## config.mk

```make
export PLATFORM = sky130hd
export DESIGN_NAME = switch_box
export DESIGN_NICKNAME = d
export VERILOG_FILES = /design/src/cgra_tile_pkg.sv /design/src/switch_box.sv
export SDC_FILE = /design/constraint.sdc
export NUM_CORES = 1
export LEC_CHECK = 0
export ABC_AREA = 0
export BUFFER_PORTS_ARGS = -buffer_cell sky130_fd_sc_hd__buf_2
export CAP_MARGIN = 15
export CELL_PAD_IN_SITES_DETAIL_PLACEMENT = 2
export CELL_PAD_IN_SITES_GLOBAL_PLACEMENT = 2
export CORE_ASPECT_RATIO = 1.75
export CORE_MARGIN = 4
export CORE_UTILIZATION = 31
export CTS_CLUSTER_SIZE = 14
export DETAILED_ROUTE_END_ITERATION = 10
export GPL_TIMING_DRIVEN = 0
export PLACE_DENSITY = 0.91
export SYNTH_ARGS = -nofsm -noshare
export SYNTH_HDL_FRONTEND = slang
export SYNTH_SLANG_ARGS = --single-unit
```

## constraint.sdc

```tcl
create_clock -name clk -period 2 [get_ports clk]
set_clock_uncertainty 0.05 [all_clocks]
set_input_delay 0.4 -clock clk [delete_from_list [all_inputs] [get_ports clk]]
set_output_delay 0.4 -clock clk [all_outputs]
set_load 0.01 [all_outputs]
```

## src/cgra_tile_pkg.sv

```systemverilog
package cgra_tile_pkg;

	localparam int num_tracks = 4;
	localparam int num_in_sides = 4;
	localparam int num_out_sides = 2;

	localparam int slot_w = 16;
	localparam int tile_w = 16;
	localparam int cb_sel_w = 3;
	localparam int sb_sel_w = 2;

	// Slot 0 is left free so the host can park the address there.
	localparam logic [slot_w-1:0] slot_sb = 16'd7;
	localparam logic [slot_w-1:0] slot_cb0 = 16'd6;
	localparam logic [slot_w-1:0] slot_cb1 = 16'd5;
	localparam logic [slot_w-1:0] slot_clb = 16'd4;

	typedef struct packed {
		logic [slot_w-1:0] slot;     // Upper half.
		logic [tile_w-1:0] tile;     // Lower half.
	} cfg_addr_t;

	typedef logic [num_tracks-1:0] side_tracks_t;

	typedef side_tracks_t [num_in_sides-1:0] in_tracks_t;
	typedef side_tracks_t [num_out_sides-1:0] out_tracks_t;

	// Index is side * num_tracks + track.
	typedef logic [num_out_sides*num_tracks-1:0][sb_sel_w-1:0] sb_cfg_t;

	typedef enum logic [1:0] {
		op_and = 2'd0,
		op_or = 2'd1,
		op_xor = 2'd2,
		op_nand = 2'd3
	} clb_op_t;

	// Route code to input side, skipping the output side itself.
	function automatic int other_side(input int out_side, input int code);
		if (code < out_side) begin
			return code;
		end
		return code + 1;
	endfunction

endpackage

```

## src/switch_box.sv

```systemverilog
`timescale 1ns/1ps

module switch_box (
	input  logic                        clk,
	input  logic                        arst_n,
	input  logic                        config_en,
	input  cgra_tile_pkg::sb_cfg_t      config_data,
	input  cgra_tile_pkg::in_tracks_t   in_wire,
	input  logic                        pe_output,
	output cgra_tile_pkg::out_tracks_t  out_wire
);

	cgra_tile_pkg::sb_cfg_t cfg_q;

	always_ff @(posedge clk or negedge arst_n) begin
		if (!arst_n) begin
			cfg_q <= '0;
		end else if (config_en) begin
			cfg_q <= config_data;
		end
	end

	for (genvar s = 0; s < cgra_tile_pkg::num_out_sides; s++) begin : g_side
		for (genvar t = 0; t < cgra_tile_pkg::num_tracks; t++) begin : g_track
			logic [2**cgra_tile_pkg::sb_sel_w-1:0] cand;
			logic [cgra_tile_pkg::sb_sel_w-1:0] sel;

			// Codes 0..2 take the same track from the other sides.
			for (genvar c = 0; c < 2**cgra_tile_pkg::sb_sel_w - 1; c++) begin : g_cand
				assign cand[c] = in_wire[cgra_tile_pkg::other_side(s, c)][t];
			end

			assign cand[2**cgra_tile_pkg::sb_sel_w-1] = pe_output;  // Code 3.

			assign sel = cfg_q[s*cgra_tile_pkg::num_tracks+t];
			assign out_wire[s][t] = cand[sel];
		end
	end

	// Route selects are 2 bits wide, so all codes are legal once known.
	a_cfg_known: assert property (
		@(posedge clk) disable iff (!arst_n)
		!$isunknown(cfg_q)
	) else $error("switch_box routing is unknown");

endmodule

```

# After elaboration in Yosys (flattened, before gate mapping)

Index checks and enable logic that the tools add are counted.

Bits in registers: 16
Latch bits: 0
Bits in writable memories: 0
Memory bits (read-only): 0
Output and inout port bits: 8
Word-level logic and storage cells: 32
Memories kept: 0

Add/sub/neg operators: 0
Multipliers: 0
Div/mod/pow operators: 0
Order comparisons: 8
Eq/ne operators: 0
Shift-type cells: 0
Muxes and demuxes: 16
Bitwise gates (word level): 0
Reduce and logical (&&, ||, !) cells: 0

Operator list:

| cell                                                                 | number |
|---|---|
| 2-bit by 3-bit < comparator with 1-bit output, second input constant | 8 |
| 1-bit binary-select mux with 2-bit select                            | 8 |
| 1-bit two-way mux                                                    | 8 |

# Longest topological paths before layout

Depth after elaboration: 2
Mapped depth: 3
Gate-level depth less buffers: 1

# Least setup slack after synthesis

OpenSTA, ideal clock, no wires.

Path kind: input-to-output
From: input in_wire[12] in the netlist's numbering
To: output out_wire[0] in the netlist's numbering
Arrival time: 0.937 ns
Data required time: 1.550 ns
Slack: 0.613 ns
Stages: 1
Cell sequence: mux4_1

Word-level cells in the longest chain between the ends: 2

RTL lines:

| item                                      | RTL line         | text |
|---|---|---|
| start, declared                           | switch_box.sv:8  | `input cgra_tile_pkg::in_tracks_t in_wire,` |
| 1-bit binary-select mux with 2-bit select | switch_box.sv:36 | `assign out_wire[s][t] = cand[sel];` |
| 1-bit two-way mux (implied by the code)   | switch_box.sv:36 |  |
| end, declared                             | switch_box.sv:10 | `output cgra_tile_pkg::out_tracks_t out_wire` |

No other way between the ends. The select of a mux whose other input is x is not followed.

==> impl_metrics.py <==
metrics = {
    "clock_tree": {
        "cts.sinks": 16,
        "ctsResizeCount": 0,
        "root_buffer": "clkbuf_8",
        "post_cts_buffers": 0,
        "cts_hold_buffers": 0,
        "clock_latency_ps": 240,
        "htreeDepth": 1,
        "cts_buffers": 3,
        "clock_path_buffers": 2,
        "tritoncts": "yes",
        "cts.clk_slew.worst_paths_ps": 70,
    },
    "global_routing": {
        "grt_usage_pct": 12.7,
        "grt_max_degree": 17,
        "grt_pass1_vias": 727,
        "antenna_found_initial": 0,
        "grt_pass1_wl_mm": 3.41,
        "grt-ovfl-total": 0,
    },
    "worst_setup_path": {
        "worstPathArrival_ps": 1330,
        "criticalPathCategory": "reg2out",
        "end_kind": "primary output",
        "r2r_end": "g_side[1].g_track[3].sel[0]",
        "reg2reg_from": "g_side[1].g_track[3].sel[0]",
        "required_ps": 1550,
        "ff2ff_path_depth": 1,
        "start_kind": "register",
        "rrSetupSlack_ps": 1160,
        "critPathMaxFanout": 2,
    },
    "floorplan": {
        "coreArea_um2": 2690,
        "initial_core_util_pct": 32.0,
        "dieArea_um2": 3710,
        "ios": 44,
        "die_h_um": 77.7,
        "die_x_um": 47.8,
        "rows": 25,
    },
    "placed_design": {
        "placed_cell_area_um2": 1100,
        "dpl_worst_slack_ps": 338,
        "place_congestion": 0.728,
        "portBuffers": 42,
        "hpwl_mm": 1.87,
    },
    "power": {
        "p_clk_share_pct": 29.9,
        "internal_power_mw": 0.610,
        "p_sw_mw": 0.197,
        "swShare_pct": 24.5,
        "p_per_area_nw_per_um2": 705,
        "p_seq_share_pct": 47.0,
        "irDropWorstVdd_mv": 0.519,
        "p_leak_nw": 0.579,
        "power_frac_comb_pct": 23.1,
    },
    "route": {
        "drtIter0Drc": 7,
        "drcViolationCount": 0,
        "detail-route-antenna-nets": 0,
        "via_per_inst": 5.21,
        "drt_pass1_iterations": 3,
        "drt-total-wl_mm": 2.27,
        "dr_total_vias": 594,
        "routedWlPerCell_um": 19.9,
    },
    "flow_run": {
        "maxCapViolations": 0,
    },
    "layout": {
        "final_util_pct": 42.6,
        "drive_gt1_share_pct": 72.4,
        "fillers": 297,
        "diodes": 0,
        "finalNetCount": 125,
        "largest_reg_flops": 16,
        "syn_to_final_growth_pct": 33.2,
        "final_area_um2": 1140,
    },
    "synth": {
        "netlist_instances": 42,
        "syn_nets": 78,
        "ys_warn_count": 0,
        "syn_avg_cell_area_um2": 20.5,
        "ys_ff_latch": 16,
        "synthesis.area_um2": 860,
        "yosysSeqAreaShare_pct": 46.6,
        "synth.distinct_cells": 6,
    },
    "sta": {
        "tns_ps": 0,
        "grt_setup_unrepaired": "no",
        "period_share_pct": 89.2,
        "setup_violations": 0,
        "slew_headroom_pct": 74.7,
        "min_period_ps": 1780,
        "slew_viol_final": 0,
        "hold_slack_ps": 15.1,
        "tightest_slew_ps": 379,
        "hold_viol": 0,
        "setup_slack_ps": 215,
        "max_freq_ghz": 0.560,
    },
    "worst_hold_path": {
        "hold_class": "in2async",
    },
    "status": {
        "status": "completed",
    },
}
[worst max path at each step]
stage / start / endpoint / slack (ps) / cells after the start
6_report: g_side[1].g_track[3].sel[1] / out_wire[7] / 220 / 2
3_3_place_gp: pe_output / out_wire[1] / 340 / 3
4_1_cts: g_side[1].g_track[3].sel[1] / out_wire[7] / 200 / 2
5_1_grt: g_side[0].g_track[1].sel[1] / out_wire[1] / 160 / 2
2_1_floorplan: in_wire[12] / out_wire[0] / 610 / 1
3_5_place_dp: pe_output / out_wire[4] / 340 / 3
[cells in the final DEF (no fill, tap or decap)]
cell type	n
buf_2	42
dfrtp_1	16
mux2_4	10
mux4_1	8
mux2_2	6
clkbuf_8	3
buf_6	1
buf_12	1
[cell type report]
class                      instances  area, um2  area share (%)
timing repair buffer              42        210            18.4
sequential                        16        400            35.0
clock buffer                       3       41.3            3.61
multi-input combinational         24        428            37.4
tap                               27       33.8            2.95
buffer                             2       31.3            2.73
[critical path, cell delays in order (launching register included)]
cell,delay [ps]
dfrtp_1,380
mux4_1,560
buf_2,160
[power by group through the flow]
stage | clock network, mW | logic [mW] | registers [mW]
after global placement | 0 | 0.182 | 0.382
final | 0.241 | 0.187 | 0.379
after CTS | 0.250 | 0.191 | 0.380
after global routing | 0.267 | 0.202 | 0.383
after detailed placement | 0 | 0.191 | 0.386
after floorplan | 0 | 0.113 | 0.377
[metal layers]
metal / global-route usage (%) / wire (um)
met2: 22.7 / 1210
met4: 1.62 / 0
met3: 2.32 / 240
met1: 15.1 / 822
met5: 0 / 0
[cell usage after synthesis, drive strengths merged]
master,n,area (um2)
mux2,16,218
mux4,8,210
buf,2,31.3
dfrtp,16,400
[through the flow]
step           cells  total power, mW
2_1_floorplan     42            0.490
3_3_place_gp     111            0.564
3_5_place_dp     111            0.577
4_1_cts          114            0.822
5_1_grt          114            0.852
6_report         114            0.807
[cell families (layout without fill, tap and decap cells)]
logic type,count (synthesis),count (layout),synth area share (%)
buffers and inverters,2,47,3.64
multiplexers,24,24,49.8
flip-flops,16,16,46.6
(Power assumes the default switching activity.)
